### src/cache_geom_pkg.sv
// --------------------------------------------------
// Cache geometry: address split, widths, data types
// --------------------------------------------------

package cache_geom_pkg;

  localparam int addr_w         = 32;
  localparam int word_w         = 32;
  localparam int words_per_line = 4;
  localparam int line_w         = words_per_line * word_w;  // 128
  localparam int offset_w       = 4;                        // Byte offset in a line
  localparam int word_sel_w     = 2;

  // Tag keeps every bit above the offset, so it doubles as line address
  localparam int tag_w          = addr_w - offset_w;

  // --------------------------------------------------
  // Data types
  // --------------------------------------------------

  typedef logic [addr_w-1:0]     addr_t;
  typedef logic [word_w-1:0]     word_t;
  typedef logic [line_w-1:0]     line_t;
  typedef logic [tag_w-1:0]      tag_t;
  typedef logic [word_sel_w-1:0] word_sel_t;

endpackage

### src/cache_ctrl_pkg.sv
// --------------------------------------------------
// Cache request opcodes and controller states
// --------------------------------------------------

package cache_ctrl_pkg;

  typedef enum logic [2:0] {
    req_read  = 3'd0,
    req_write = 3'd1,
    req_init  = 3'd2
  } req_type_e;

  typedef enum logic [3:0] {
    st_idle, st_tag_check,
    st_init_access, st_read_access, st_write_access,
    st_evict_prepare, st_evict_request, st_evict_wait,  // Dirty victim write-back
    st_refill_request, st_refill_wait, st_refill_update,
    st_resp_wait
  } ctrl_state_e;

endpackage

### src/cache_tag_store.sv
// --------------------------------------------------
// Two-way tag store with valid, dirty and LRU bits
// Combinational hit and victim lookup per set
// --------------------------------------------------

module cache_tag_store #(
  parameter int num_sets = 8
) (
  input  logic                 clk,
  input  logic                 reset,
  input  cache_geom_pkg::tag_t line_addr,
  input  logic                 install,
  input  logic                 set_dirty,
  input  logic                 touch,
  input  logic                 way,
  output logic                 hit,
  output logic                 hit_way,
  output logic                 victim_way,
  output logic                 victim_dirty,
  output cache_geom_pkg::tag_t victim_tag
);

  localparam int idx_w = $clog2(num_sets);

  cache_geom_pkg::tag_t tags [2][num_sets];
  logic [num_sets-1:0]  valid_q [2];
  logic [num_sets-1:0]  dirty_q [2];
  logic [num_sets-1:0]  lru_q;        // Points at the least recently used way

  logic [idx_w-1:0] idx;
  logic [1:0]       way_hit;

  assign idx = line_addr[idx_w-1:0];

  // --------------------------------------------------
  // Lookup
  // --------------------------------------------------

  always_comb begin
    for (int w = 0; w < 2; w++) begin
      way_hit[w] = valid_q[w][idx] && (tags[w][idx] == line_addr);
    end
  end

  assign hit     = |way_hit;
  assign hit_way = way_hit[1];

  // Empty ways are filled before anything is replaced
  always_comb begin
    if (!valid_q[0][idx]) victim_way = 1'b0;
    else if (!valid_q[1][idx]) victim_way = 1'b1;
    else victim_way = lru_q[idx];
  end

  assign victim_dirty = dirty_q[victim_way][idx];
  assign victim_tag   = tags[victim_way][idx];

  // --------------------------------------------------
  // Updates
  // --------------------------------------------------

  always_ff @(posedge clk) begin
    if (install) tags[way][idx] <= line_addr;
  end

  always_ff @(posedge clk) begin
    if (reset) begin
      valid_q <= '{default: '0};
      dirty_q <= '{default: '0};
      lru_q   <= '0;
    end else begin
      if (install) begin
        valid_q[way][idx] <= 1'b1;
        dirty_q[way][idx] <= 1'b0;  // Fresh line matches memory
      end
      if (set_dirty) dirty_q[way][idx] <= 1'b1;
      if (touch) lru_q[idx] <= !way;
    end
  end

endmodule

### src/cache_data_store.sv
// --------------------------------------------------
// Line storage for both ways
// Word and full-line writes, combinational reads
// --------------------------------------------------

module cache_data_store #(
  parameter int num_sets = 8
) (
  input  logic                      clk,
  input  cache_geom_pkg::tag_t      line_addr,
  input  logic                      way,
  input  cache_geom_pkg::word_sel_t word_sel,
  input  logic                      word_write,
  input  logic                      line_write,
  input  cache_geom_pkg::word_t     wr_word,
  input  cache_geom_pkg::line_t     wr_line,
  output cache_geom_pkg::word_t     rd_word,
  output cache_geom_pkg::line_t     rd_line
);

  localparam int idx_w = $clog2(num_sets);
  localparam int ww    = cache_geom_pkg::word_w;

  cache_geom_pkg::line_t lines [2][num_sets];

  logic [idx_w-1:0] idx;

  assign idx = line_addr[idx_w-1:0];

  // Whole line of the chosen way, used for eviction too
  assign rd_line = lines[way][idx];
  assign rd_word = rd_line[word_sel*ww +: ww];

  always_ff @(posedge clk) begin
    if (line_write) begin
      lines[way][idx] <= wr_line;                 // Refill or init
    end else if (word_write) begin
      lines[way][idx][word_sel*ww +: ww] <= wr_word;
    end
  end

endmodule

### src/cache_ctrl.sv
// --------------------------------------------------
// Cache controller: request register and FSM for
// tag check, access, eviction and refill
// --------------------------------------------------

module cache_ctrl (
  input  logic                      clk,
  input  logic                      reset,
  input  logic                      cachereq_val,
  output logic                      cachereq_rdy,
  input  cache_ctrl_pkg::req_type_e cachereq_type,
  input  cache_geom_pkg::addr_t     cachereq_addr,
  input  cache_geom_pkg::word_t     cachereq_data,
  output logic                      cacheresp_val,
  input  logic                      cacheresp_rdy,
  output cache_ctrl_pkg::req_type_e cacheresp_type,
  output cache_geom_pkg::word_t     cacheresp_data,
  output logic                      cacheresp_hit,
  output logic                      memreq_val,
  input  logic                      memreq_rdy,
  output logic                      memreq_write,
  output cache_geom_pkg::addr_t     memreq_addr,
  output cache_geom_pkg::line_t     memreq_data,
  input  logic                      memresp_val,
  output logic                      memresp_rdy,
  input  cache_geom_pkg::line_t     memresp_data,
  input  logic                      hit,
  input  logic                      hit_way,
  input  logic                      victim_way,
  input  logic                      victim_dirty,
  input  cache_geom_pkg::tag_t      victim_tag,
  input  cache_geom_pkg::word_t     rd_word,
  input  cache_geom_pkg::line_t     rd_line,
  output cache_geom_pkg::tag_t      line_addr,
  output logic                      install,
  output logic                      set_dirty,
  output logic                      touch,
  output logic                      way,
  output cache_geom_pkg::word_sel_t word_sel,
  output logic                      word_write,
  output logic                      line_write,
  output cache_geom_pkg::word_t     wr_word,
  output cache_geom_pkg::line_t     wr_line
);

  localparam int ofs = cache_geom_pkg::offset_w;
  localparam int ww  = cache_geom_pkg::word_w;

  cache_ctrl_pkg::ctrl_state_e state_q, state_d;
  cache_ctrl_pkg::req_type_e   req_type_q;
  cache_geom_pkg::addr_t       req_addr_q;
  cache_geom_pkg::word_t       req_data_q;
  cache_geom_pkg::word_t       resp_data_q;
  cache_geom_pkg::line_t       refill_q;
  cache_geom_pkg::line_t       init_line;
  logic                        hit_q;
  logic                        way_q;

  // --------------------------------------------------
  // Registers
  // --------------------------------------------------

  always_ff @(posedge clk) begin
    if (reset) state_q <= cache_ctrl_pkg::st_idle;
    else state_q <= state_d;
  end

  always_ff @(posedge clk) begin
    if (cachereq_val && cachereq_rdy) begin
      req_type_q <= cachereq_type;
      req_addr_q <= cachereq_addr;
      req_data_q <= cachereq_data;
    end
    if (state_q == cache_ctrl_pkg::st_tag_check) begin
      hit_q <= hit;
      if (req_type_q == cache_ctrl_pkg::req_init) way_q <= 1'b0;  // Init always fills way 0
      else way_q <= hit ? hit_way : victim_way;
    end
    if (state_q == cache_ctrl_pkg::st_refill_wait && memresp_val) refill_q <= memresp_data;
    if (state_q == cache_ctrl_pkg::st_read_access) resp_data_q <= rd_word;
    else if (state_q == cache_ctrl_pkg::st_write_access ||
             state_q == cache_ctrl_pkg::st_init_access) resp_data_q <= '0;
  end

  // --------------------------------------------------
  // Next state
  // --------------------------------------------------

  always_comb begin
    state_d = state_q;
    case (state_q)
      cache_ctrl_pkg::st_idle: if (cachereq_val) state_d = cache_ctrl_pkg::st_tag_check;
      cache_ctrl_pkg::st_tag_check: begin
        if (req_type_q == cache_ctrl_pkg::req_init) state_d = cache_ctrl_pkg::st_init_access;
        else if (hit && req_type_q == cache_ctrl_pkg::req_write)
          state_d = cache_ctrl_pkg::st_write_access;
        else if (hit) state_d = cache_ctrl_pkg::st_read_access;
        else if (victim_dirty) state_d = cache_ctrl_pkg::st_evict_prepare;
        else state_d = cache_ctrl_pkg::st_refill_request;
      end
      cache_ctrl_pkg::st_init_access,
      cache_ctrl_pkg::st_read_access,
      cache_ctrl_pkg::st_write_access: state_d = cache_ctrl_pkg::st_resp_wait;
      cache_ctrl_pkg::st_evict_prepare: state_d = cache_ctrl_pkg::st_evict_request;
      cache_ctrl_pkg::st_evict_request: if (memreq_rdy) state_d = cache_ctrl_pkg::st_evict_wait;
      cache_ctrl_pkg::st_evict_wait: if (memresp_val) state_d = cache_ctrl_pkg::st_refill_request;
      cache_ctrl_pkg::st_refill_request: if (memreq_rdy) state_d = cache_ctrl_pkg::st_refill_wait;
      cache_ctrl_pkg::st_refill_wait: if (memresp_val) state_d = cache_ctrl_pkg::st_refill_update;
      cache_ctrl_pkg::st_refill_update: begin
        // Line is now resident, so the access hits
        if (req_type_q == cache_ctrl_pkg::req_write) state_d = cache_ctrl_pkg::st_write_access;
        else state_d = cache_ctrl_pkg::st_read_access;
      end
      cache_ctrl_pkg::st_resp_wait: if (cacheresp_rdy) state_d = cache_ctrl_pkg::st_idle;
      default: state_d = cache_ctrl_pkg::st_idle;
    endcase
  end

  // --------------------------------------------------
  // Outputs
  // --------------------------------------------------

  always_comb begin
    init_line = '0;
    init_line[word_sel*ww +: ww] = req_data_q;
  end

  assign line_addr = req_addr_q[cache_geom_pkg::addr_w-1:ofs];
  assign word_sel  = req_addr_q[ofs-1:ofs-cache_geom_pkg::word_sel_w];
  assign way       = way_q;

  assign line_write = state_q == cache_ctrl_pkg::st_init_access ||
                      state_q == cache_ctrl_pkg::st_refill_update;
  assign install    = line_write;
  assign word_write = state_q == cache_ctrl_pkg::st_write_access;
  assign set_dirty  = word_write;
  assign touch      = state_q == cache_ctrl_pkg::st_read_access || word_write ||
                      state_q == cache_ctrl_pkg::st_init_access;
  assign wr_word    = req_data_q;
  assign wr_line    = (state_q == cache_ctrl_pkg::st_init_access) ? init_line : refill_q;

  assign cachereq_rdy   = state_q == cache_ctrl_pkg::st_idle;
  assign cacheresp_val  = state_q == cache_ctrl_pkg::st_resp_wait;
  assign cacheresp_type = req_type_q;
  assign cacheresp_data = resp_data_q;
  assign cacheresp_hit  = hit_q;

  assign memreq_write = state_q == cache_ctrl_pkg::st_evict_request;
  assign memreq_val   = memreq_write || state_q == cache_ctrl_pkg::st_refill_request;
  assign memreq_addr  = {(memreq_write ? victim_tag : line_addr), {ofs{1'b0}}};
  assign memreq_data  = rd_line;  // Victim line, ignored on refill
  assign memresp_rdy  = state_q == cache_ctrl_pkg::st_evict_wait ||
                        state_q == cache_ctrl_pkg::st_refill_wait;

endmodule

### src/blocking_cache.sv
// --------------------------------------------------
// Two-way blocking write-back cache, top level
// --------------------------------------------------

module blocking_cache #(
  parameter int num_sets = 8
) (
  input  logic                      clk,
  input  logic                      reset,
  input  logic                      cachereq_val,
  output logic                      cachereq_rdy,
  input  cache_ctrl_pkg::req_type_e cachereq_type,
  input  cache_geom_pkg::addr_t     cachereq_addr,
  input  cache_geom_pkg::word_t     cachereq_data,
  output logic                      cacheresp_val,
  input  logic                      cacheresp_rdy,
  output cache_ctrl_pkg::req_type_e cacheresp_type,
  output cache_geom_pkg::word_t     cacheresp_data,
  output logic                      cacheresp_hit,
  output logic                      memreq_val,
  input  logic                      memreq_rdy,
  output logic                      memreq_write,
  output cache_geom_pkg::addr_t     memreq_addr,
  output cache_geom_pkg::line_t     memreq_data,
  input  logic                      memresp_val,
  output logic                      memresp_rdy,
  input  cache_geom_pkg::line_t     memresp_data
);

  cache_geom_pkg::tag_t      line_addr, victim_tag;
  cache_geom_pkg::word_sel_t word_sel;
  cache_geom_pkg::word_t     wr_word, rd_word;
  cache_geom_pkg::line_t     wr_line, rd_line;
  logic install, set_dirty, touch, way;
  logic hit, hit_way, victim_way, victim_dirty;
  logic word_write, line_write;

  cache_ctrl ctrl_i (
    .clk, .reset,
    .cachereq_val, .cachereq_rdy, .cachereq_type, .cachereq_addr, .cachereq_data,
    .cacheresp_val, .cacheresp_rdy, .cacheresp_type, .cacheresp_data, .cacheresp_hit,
    .memreq_val, .memreq_rdy, .memreq_write, .memreq_addr, .memreq_data,
    .memresp_val, .memresp_rdy, .memresp_data,
    .hit, .hit_way, .victim_way, .victim_dirty, .victim_tag,
    .rd_word, .rd_line,
    .line_addr, .install, .set_dirty, .touch, .way,
    .word_sel, .word_write, .line_write, .wr_word, .wr_line
  );

  cache_tag_store #(.num_sets(num_sets)) tag_store_i (
    .clk, .reset, .line_addr,
    .install, .set_dirty, .touch, .way,
    .hit, .hit_way, .victim_way, .victim_dirty, .victim_tag
  );

  cache_data_store #(.num_sets(num_sets)) data_store_i (
    .clk, .line_addr, .way, .word_sel,
    .word_write, .line_write, .wr_word, .wr_line,
    .rd_word, .rd_line
  );

endmodule

### config.mk
export PLATFORM = sky130hd
export DESIGN_NAME = blocking_cache
export DESIGN_NICKNAME = d
export VERILOG_FILES = /design/src/cache_geom_pkg.sv /design/src/cache_ctrl_pkg.sv /design/src/cache_tag_store.sv /design/src/cache_data_store.sv /design/src/cache_ctrl.sv /design/src/blocking_cache.sv
export SDC_FILE = /design/constraint.sdc
export NUM_CORES = 2
export LEC_CHECK = 0
export ABC_AREA = 0
export BUFFER_PORTS_ARGS = -buffer_cell sky130_fd_sc_hd__buf_2
export CORE_ASPECT_RATIO = 1.1
export CORE_MARGIN = 1.5
export CORE_UTILIZATION = 55
export DETAILED_ROUTE_END_ITERATION = 16
export PLACE_DENSITY_LB_ADDON = 0.1
export SLEW_MARGIN = 25
export SYNTH_ARGS = -nofsm -noshare
export SYNTH_HDL_FRONTEND = slang
export SYNTH_SLANG_ARGS = --single-unit
### constraint.sdc
create_clock -name clk -period 13.05 [get_ports clk]
set_clock_uncertainty 0.15 [all_clocks]
set_input_delay 2.61 -clock clk [delete_from_list [all_inputs] [get_ports clk]]
set_output_delay 2.61 -clock clk [all_outputs]
set_load 0.05 [all_outputs]
Word level (Yosys, flattened, before mapping)
Memories as Yosys holds them, arrays and structs flattened. A register that Yosys moved wholly into a read port is not among the register bits.
Index checks and enable logic that the tools add are counted.
{"block": "op_classes", "addsub": 1, "n_lt_le_gt_ge": 7, "eq_ne": 21, "shifts": 3, "muxes": 1088, "bitwise": 1032, "n_reduce_logical": 20}
{"cell": "$mux 1024", "count": 2}
{"cell": "$mux 1", "count": 1037}
{"cell": "$or 1x1->1", "count": 1024}
{"cell": "$demux 128 s3", "count": 2}
{"cell": "$mux 128", "count": 5}
{"cell": "$bmux 128 s3", "count": 1}
{"cell": "$bmux 28 s3", "count": 3}
{"cell": "$mux 224", "count": 1}
{"cell": "$mux 28", "count": 8}
{"cell": "$and 128x128->128", "count": 1}
{"cell": "$shift 32x34->128 const A", "count": 1}
{"cell": "$shiftx 128x8->32", "count": 1}
{"cell": "$shiftx 32x34->128", "count": 1}
{"cell": "$demux 28 s3", "count": 1}
{"cell": "$mux 32", "count": 2}
{"cell": "$eq 28x28->1", "count": 2}
{"cell": "$mux 16", "count": 3}
{"cell": "$mux 4", "count": 10}
{"cell": "$pmux 4 s10", "count": 1}
{"cell": "$neg 7->34", "count": 1}
{"cell": "$mux 8", "count": 4}
{"cell": "$or 16x16->16", "count": 2}
{"cell": "$and 16x16->16", "count": 1}
{"cell": "$eq 4x3->1 const B", "count": 4}
{"cell": "other kinds (29)", "count": 54}
{"block": "word_totals", "reg_bits": 273, "ramBits": 2496, "inputBits": 201, "elab_cells": 2187, "mem_count": 2}
{"name": "data_store_i.lines", "words": 2, "word_bits": 1024, "rd": 1, "rd_ports_with_merged_regs": 1, "wr": 1, "line_no": "cache_data_store.sv:24", "rtl": "cache_geom_pkg::line_t lines [2][num_sets];"}
{"name": "tag_store_i.tags", "words": 2, "word_bits": 224, "rd": 3, "rd_ports_with_merged_regs": 0, "wr": 1, "line_no": "cache_tag_store.sv:25", "rtl": "cache_geom_pkg::tag_t tags [2][num_sets];"}

Logic depth before layout (Yosys ltp)
{"block": "logic_depth", "word_depth": 15, "depth_mapped": 15, "ltp_nobuf": 8}

By module
From an unflattened synthesis, not the netlist that was laid out.
{"block": "unflattened", "hier_cells": 8155, "hier_area_um2": 122383.6}
{"module": "cache_data_store", "instances": 1, "cells_each": 6103, "area_each_um2": 89627.2}
{"module": "cache_tag_store", "instances": 1, "cells_each": 1368, "area_each_um2": 22326.4}
{"module": "cache_ctrl", "instances": 1, "cells_each": 684, "area_each_um2": 10430.0}

Worst setup path after synthesis
Ideal clock, no wire load.
{"block": "synth_timing", "kind": "input -> register", "startpoint": "input memresp_val", "endpoint": "register ctrl_i.refill_q[0] (enable)", "setup_ps": 619, "arrival_time_ps": 8012, "required_ps": 12281, "path_slack_ps": 4269, "path_stages": 2, "path_buffers": 0, "cell_sequence": "nand2_1 -> nor2_1"}
{"block": "synth_between", "elab_chain_cells": 1}
{"item": "from (decl)", "line_no": "blocking_cache.sv:25", "rtl": "input logic memresp_val,"}
{"item": "$logic_and 1x1->1", "line_no": "cache_ctrl.sv:79", "rtl": "if (state_q == cache_ctrl_pkg::st_refill_wait && memresp_val) refill_q <= memresp_data;"}
{"item": "to (signal assigned)", "line_no": "cache_ctrl.sv:79"}
{"item": "to (decl)", "line_no": "cache_ctrl.sv:54", "rtl": "cache_geom_pkg::line_t refill_q;"}
Every way passes these cells.
A chain may end at the register's enable or synchronous reset.

Worst setup path after layout
{"block": "layout_timing", "startpoint": "register ctrl_i.req_addr_q[5]", "endpoint": "output memreq_addr[29]"}
{"block": "layout_between", "elab_chain_cells": 9, "word_cells_on_any_way": 14, "classes_between": "mux (12); bitwise (1); memory (1)"}
{"item": "from (decl)", "line_no": "cache_ctrl.sv:51", "rtl": "cache_geom_pkg::addr_t req_addr_q;"}
{"item": "from (signal assigned)", "line_no": "cache_ctrl.sv:71", "rtl": "req_addr_q <= cachereq_addr;"}
{"item": "$bmux 1 s3, on equally long branches", "line_no": "cache_tag_store.sv:52, cache_tag_store.sv:51"}
{"item": "$mux 1, on equally long branches", "line_no": "cache_tag_store.sv:52, cache_tag_store.sv:51"}
{"item": "$mux 1", "line_no": "cache_tag_store.sv:51", "rtl": "else if (!valid_q[1][idx]) victim_way = 1'b1;"}
{"item": "$mux 1", "line_no": "cache_tag_store.sv:50", "rtl": "if (!valid_q[0][idx]) victim_way = 1'b0;"}
{"item": "$mem_v2 2x224"}
{"item": "$bmux 28 s3 *", "line_no": "cache_tag_store.sv:56", "rtl": "assign victim_tag = tags[victim_way][idx];"}
{"item": "$mux 28 (implied by the code) * (2 in series)", "line_no": "cache_tag_store.sv:56"}
{"item": "$mux 28 *", "line_no": "cache_ctrl.sv:150", "rtl": "assign memreq_addr = {(memreq_write ? victim_tag : line_addr), {ofs{1'b0}}};"}
{"item": "to (decl)", "line_no": "blocking_cache.sv:23", "rtl": "output cache_geom_pkg::addr_t memreq_addr,"}
Every way passes the cells marked *; elsewhere a longest branch is shown, timed or not. The select of a mux whose other input is x is not followed.

==> key figures <==
Run status
  – Status: finished, final reports clean

Synth
  – Number of synthesized flops with an enable pin: 2723
  – Ranking of synthesized cells by area: edfxtp_1, mux4_2, a22o_1, mux2i_1, o21ai_0
  – Async set-reset flop share out of synthesis: 0%
  – Synth top area share: 68.03%
  – Sequential-to-total area share from yosys stat: 68.78%
  – Yosys warns: 0
  – Mapped Area: 120200 um2
  – Syn_area_per_cell: 16.71 um2
  – Yosys top cell by area: edfxtp_1
  – Synth Flop Type: edfxtp_1
  – Flop and latch count out of synthesis: 2768
  – Mapped Cells: 7193
  – Post-synth cell types: 82

Timing
  – Setup violators final: 0
  – Fin crit period: 9.229 ns
  – Fmax achieved: 108.4 MHz
  – RSZ-0062 raised after global routing: false
  – Slew Limit Fails: 0
  – Fin Hold WS: approximately 0.32 ns
  – Final TNS setup: 0 ns
  – Relative slew margins: 13.91%
  – Fin. Hold Viols: 0
  – Worst-margin pin slew: about 1.3 ns
  – Final cycle utilization of the critical path: 70.72%

Floorplan
  – Full die area: 221300 um2
  – Row cnt: roughly 180
  – Core Area: 216800 um2
  – Die height: 493.3 um
  – IO Pins: 402
  – Initial Utilization: 55.44%
  – Die width: 448.7 um

Place
  – GPL Wtd Cong: 0.8832
  – Dpl hpwl: 230100 um
  – # port buffers: 395
  – DP Cell Count: roughly 10000

GRT
  – GR Overflow Total: 0
  – Total GRT Usage: 35.82%
  – Vias in the first global route: between 70000 and 80000
  – Largest net degree at the start of global routing: 149
  – First-pass GRT wire length: 551100 um
  – Antenna violations before repair: 68

Cells and area
  – Area Overhead vs Synth: 12.69%
  – Finished Layout Cells: 10582
  – Fin util: 62.48%
  – Nets@finish: around 7600
  – Layout fillers: 15692
  – Layout cell share with drive strength beyond 1: 25.32%
  – FF+latch area: 82670 um2
  – Multi-input logic area: 35950 um2

Routing
  – WL per Instance: between 30 and 40 um
  – DR vias: 74530
  – Drt drc: 0
  – Antenna viol nets, final: 0
  – Final WL: 399000 um
  – Drt pass-1 iters: 6
  – Vias per Instance: 7.043
  – Drt first-iter violations: 10397

Hold path
  – HP Class: reg -> reg
  – Hold depth: 1

Power
  – Tot Pwr: 0.02759 W
  – Leakage: 44.68 nW
  – Pwr dens: between 200 and 250 nW/um2
  – Maximum vdd drop: 0.1867 mV

Critical path
  – Crit path max fanout: 44
  – Worst-path cell chain: buf_4, buf_4, mux2i_1, o21ai_0, a22oi_2, o21a_4, buf_4, mux4_2, a22o_1, a221oi_1, o21ai_1, buf_2
  – Crit end category: output port
  – Critical Path Max Stage Delay: approximately 0.75 ns
  – Worst Setup Path Type: reg -> out
  – Critical path startpoint category: flip-flop
  – Crit path DAT: 6.47 ns
  – Required @ worst endpoint: 10.29 ns
  – Cell mode on critical path: buf_4
  – Worst Reg-to-Reg Cells: 9
  – Slowest cell on the critical path: buf_4

Clocking
  – Post-CTS Hold Buffers: 0
  – Clock buffer depth: 4
  – Clk_lat worst skew: a little under 1 ns
  – Post-CTS setup buffer count: 0
  – CTS tree: built
  – Post-CTS Resized: 0
  – Number of buffers inserted during clock tree synthesis: 301
  – Clock transition at the registers of the reported paths: 0.06 ns
  – CTS root buf: clkbuf_16
  – Clock sinks: ~2800
  – H-tree levels: 5

Run
  – MaxCap Viol Count: 0
-- per-layer routing --
| layer | GRT usage, % | vias to the layer above | part of all wire [%] |
|---|---|---|---|
| met1 | 45.90 | 38375 | 34 |
| met4 | 21.35 | 40 | 6.4 |
| met3 | 9.438 | 1072 | 13 |
| met2 | 55.45 | 5549 | 47 |
| li1 | - | 29494 | - |
| met5 | 0 | - | 0.095 |
-- critical path, delay by kind of cell (launching register included) --
| family | cells | cell delay [ns] |
|---|---|---|
| compound gates | 6 | 2.16 |
| buf+inv | 4 | 2.13 |
| flops | 1 | 0.35 |
| mux | 2 | 0.85 |
-- cells in the mapped netlist (7+ instances only) --
library cell	count
edfxtp_1	2723
nand2_1	707
mux4_2	697
o21ai_0	594
a22o_1	515
clkbuf_1	342
mux2i_1	334
buf_1	188
nor2_1	172
a21oi_1	115
buf_2	115
o22ai_1	95
and2_1	74
nor2b_1	48
dfxtp_1	45
a22oi_1	39
clkbuf_2	31
xnor2_1	26
buf_4	25
o21ai_1	23
nor3_1	22
mux2_2	17
a211oi_1	15
inv_1	15
xor2_1	13
nand3_1	12
or3_1	12
a221oi_1	10
nor4_1	10
o21a_1	9
o221ai_1	9
a2bb2oi_1	8
a311oi_1	8
nand2b_1	7
nand4_1	7
-- cells by family (layout without fill, tap and decap cells) --
| family | Yosys count | after routing | share of synthesized area (%) |
|---|---|---|---|
| AOI/OAI and AO/OA | 1493 | 1493 | 8.323 |
| xor gates and xnor gates | 39 | 39 | 0.2842 |
| adders and majority gates | 4 | 4 | 0.04164 |
| buffers and inverters | 721 | 1158 | 2.500 |
| DFF | 2768 | 2768 | 68.78 |
| muxes | 1049 | 1049 | 16.02 |
| other | 1 | 57 | 0.003120 |
| and+or+nand+nor | 1118 | 1118 | 4.043 |
-- state kept, by name, summed over array words and instances (netlist names), 3 cells and up, named ones only --
signal	flops
ctrl_i.cacheresp_data	32
ctrl_i.cacheresp_type	3
tag_store_i.tags	448
ctrl_i.req_addr_q	30
tag_store_i.valid_q	16
ctrl_i.state_q	4
ctrl_i.refill_q	128
data_store_i.lines	2048
tag_store_i.lru_q	8
ctrl_i.wr_word	32
-- cell usage in the layout, fill, tap and decap left out, types with 10 or more instances in the layout --
cell | netlist | routed
nor2_4 | 0 | 83
xor2_1 | 13 | 13
mux4_2 | 697 | 697
bufinv_16 | 0 | 17
a22oi_1 | 39 | 39
dfxtp_1 | 45 | 44
a22o_1 | 515 | 515
a221oi_1 | 10 | 10
a21oi_4 | 0 | 41
buf_4 | 25 | 223
inv_1 | 15 | 14
edfxtp_1 | 2723 | 2723
nand3_1 | 12 | 12
xnor2_1 | 26 | 26
o22ai_1 | 95 | 95
clkinv_2 | 0 | 43
clkinv_1 | 1 | 64
o21ai_4 | 0 | 16
nand2_1 | 707 | 698
a21oi_1 | 115 | 74
nor2b_1 | 48 | 46
clkbuf_1 | 342 | 62
nor3_1 | 22 | 20
a211oi_1 | 15 | 15
o21ai_1 | 23 | 15
nor2_1 | 172 | 82
clkbuf_16 | 0 | 309
and2_1 | 74 | 71
mux2i_1 | 334 | 334
diode_2 | 0 | 53
or3_1 | 12 | 11
buf_2 | 115 | 395
mux2_2 | 17 | 17
o21ai_0 | 594 | 579
-- power by group --
part / internal (W) / switching (W) / leakage [nW]
clock: 0.00467 / 0.00341 / 4.44
combinational: 0.00275 / 0.00589 / 15.3
sequential: 0.0105 / 0.000388 / 24.9
total: 0.0179 / 0.00969 / 44.7
-- final cells by class --
| cell class | count | area share [%] |
|---|---|---|
| Antenna cell | 53 | 0.09792 |
| Clock buffer | 376 | 5.931 |
| Clock inverter | 133 | 0.7695 |
| Inverter | 17 | 0.05265 |
| Multi-Input combinational cell | 3707 | 26.54 |
| Sequential cell | 2768 | 61.04 |
| Tap cell | 2896 | 2.675 |
| Timing Repair Buffer | 632 | 2.895 |
-- path summary, 6_finish.rpt --
check                                             start                   endpoint  slack [ns]
worst max-delay path               ctrl_i.req_addr_q[5]            memreq_addr[29]        3.82
worst min-delay path            tag_store_i.valid_q[12]    tag_store_i.valid_q[12]        0.32
worst max register to register     ctrl_i.req_addr_q[4]  ctrl_i.cacheresp_data[24]        7.28
worst min register to register  tag_store_i.valid_q[12]    tag_store_i.valid_q[12]        0.32
-- through the flow --
stage                     instance area (um2)  worst slack, ns
after floorplan                        120200            4.269
after global placement                 126100            4.866
after detailed placement               126200            4.798
after CTS                              135200            3.794
after global routing                   135300            3.513
final                                  135400            3.821
(Power assumes the default switching activity.)
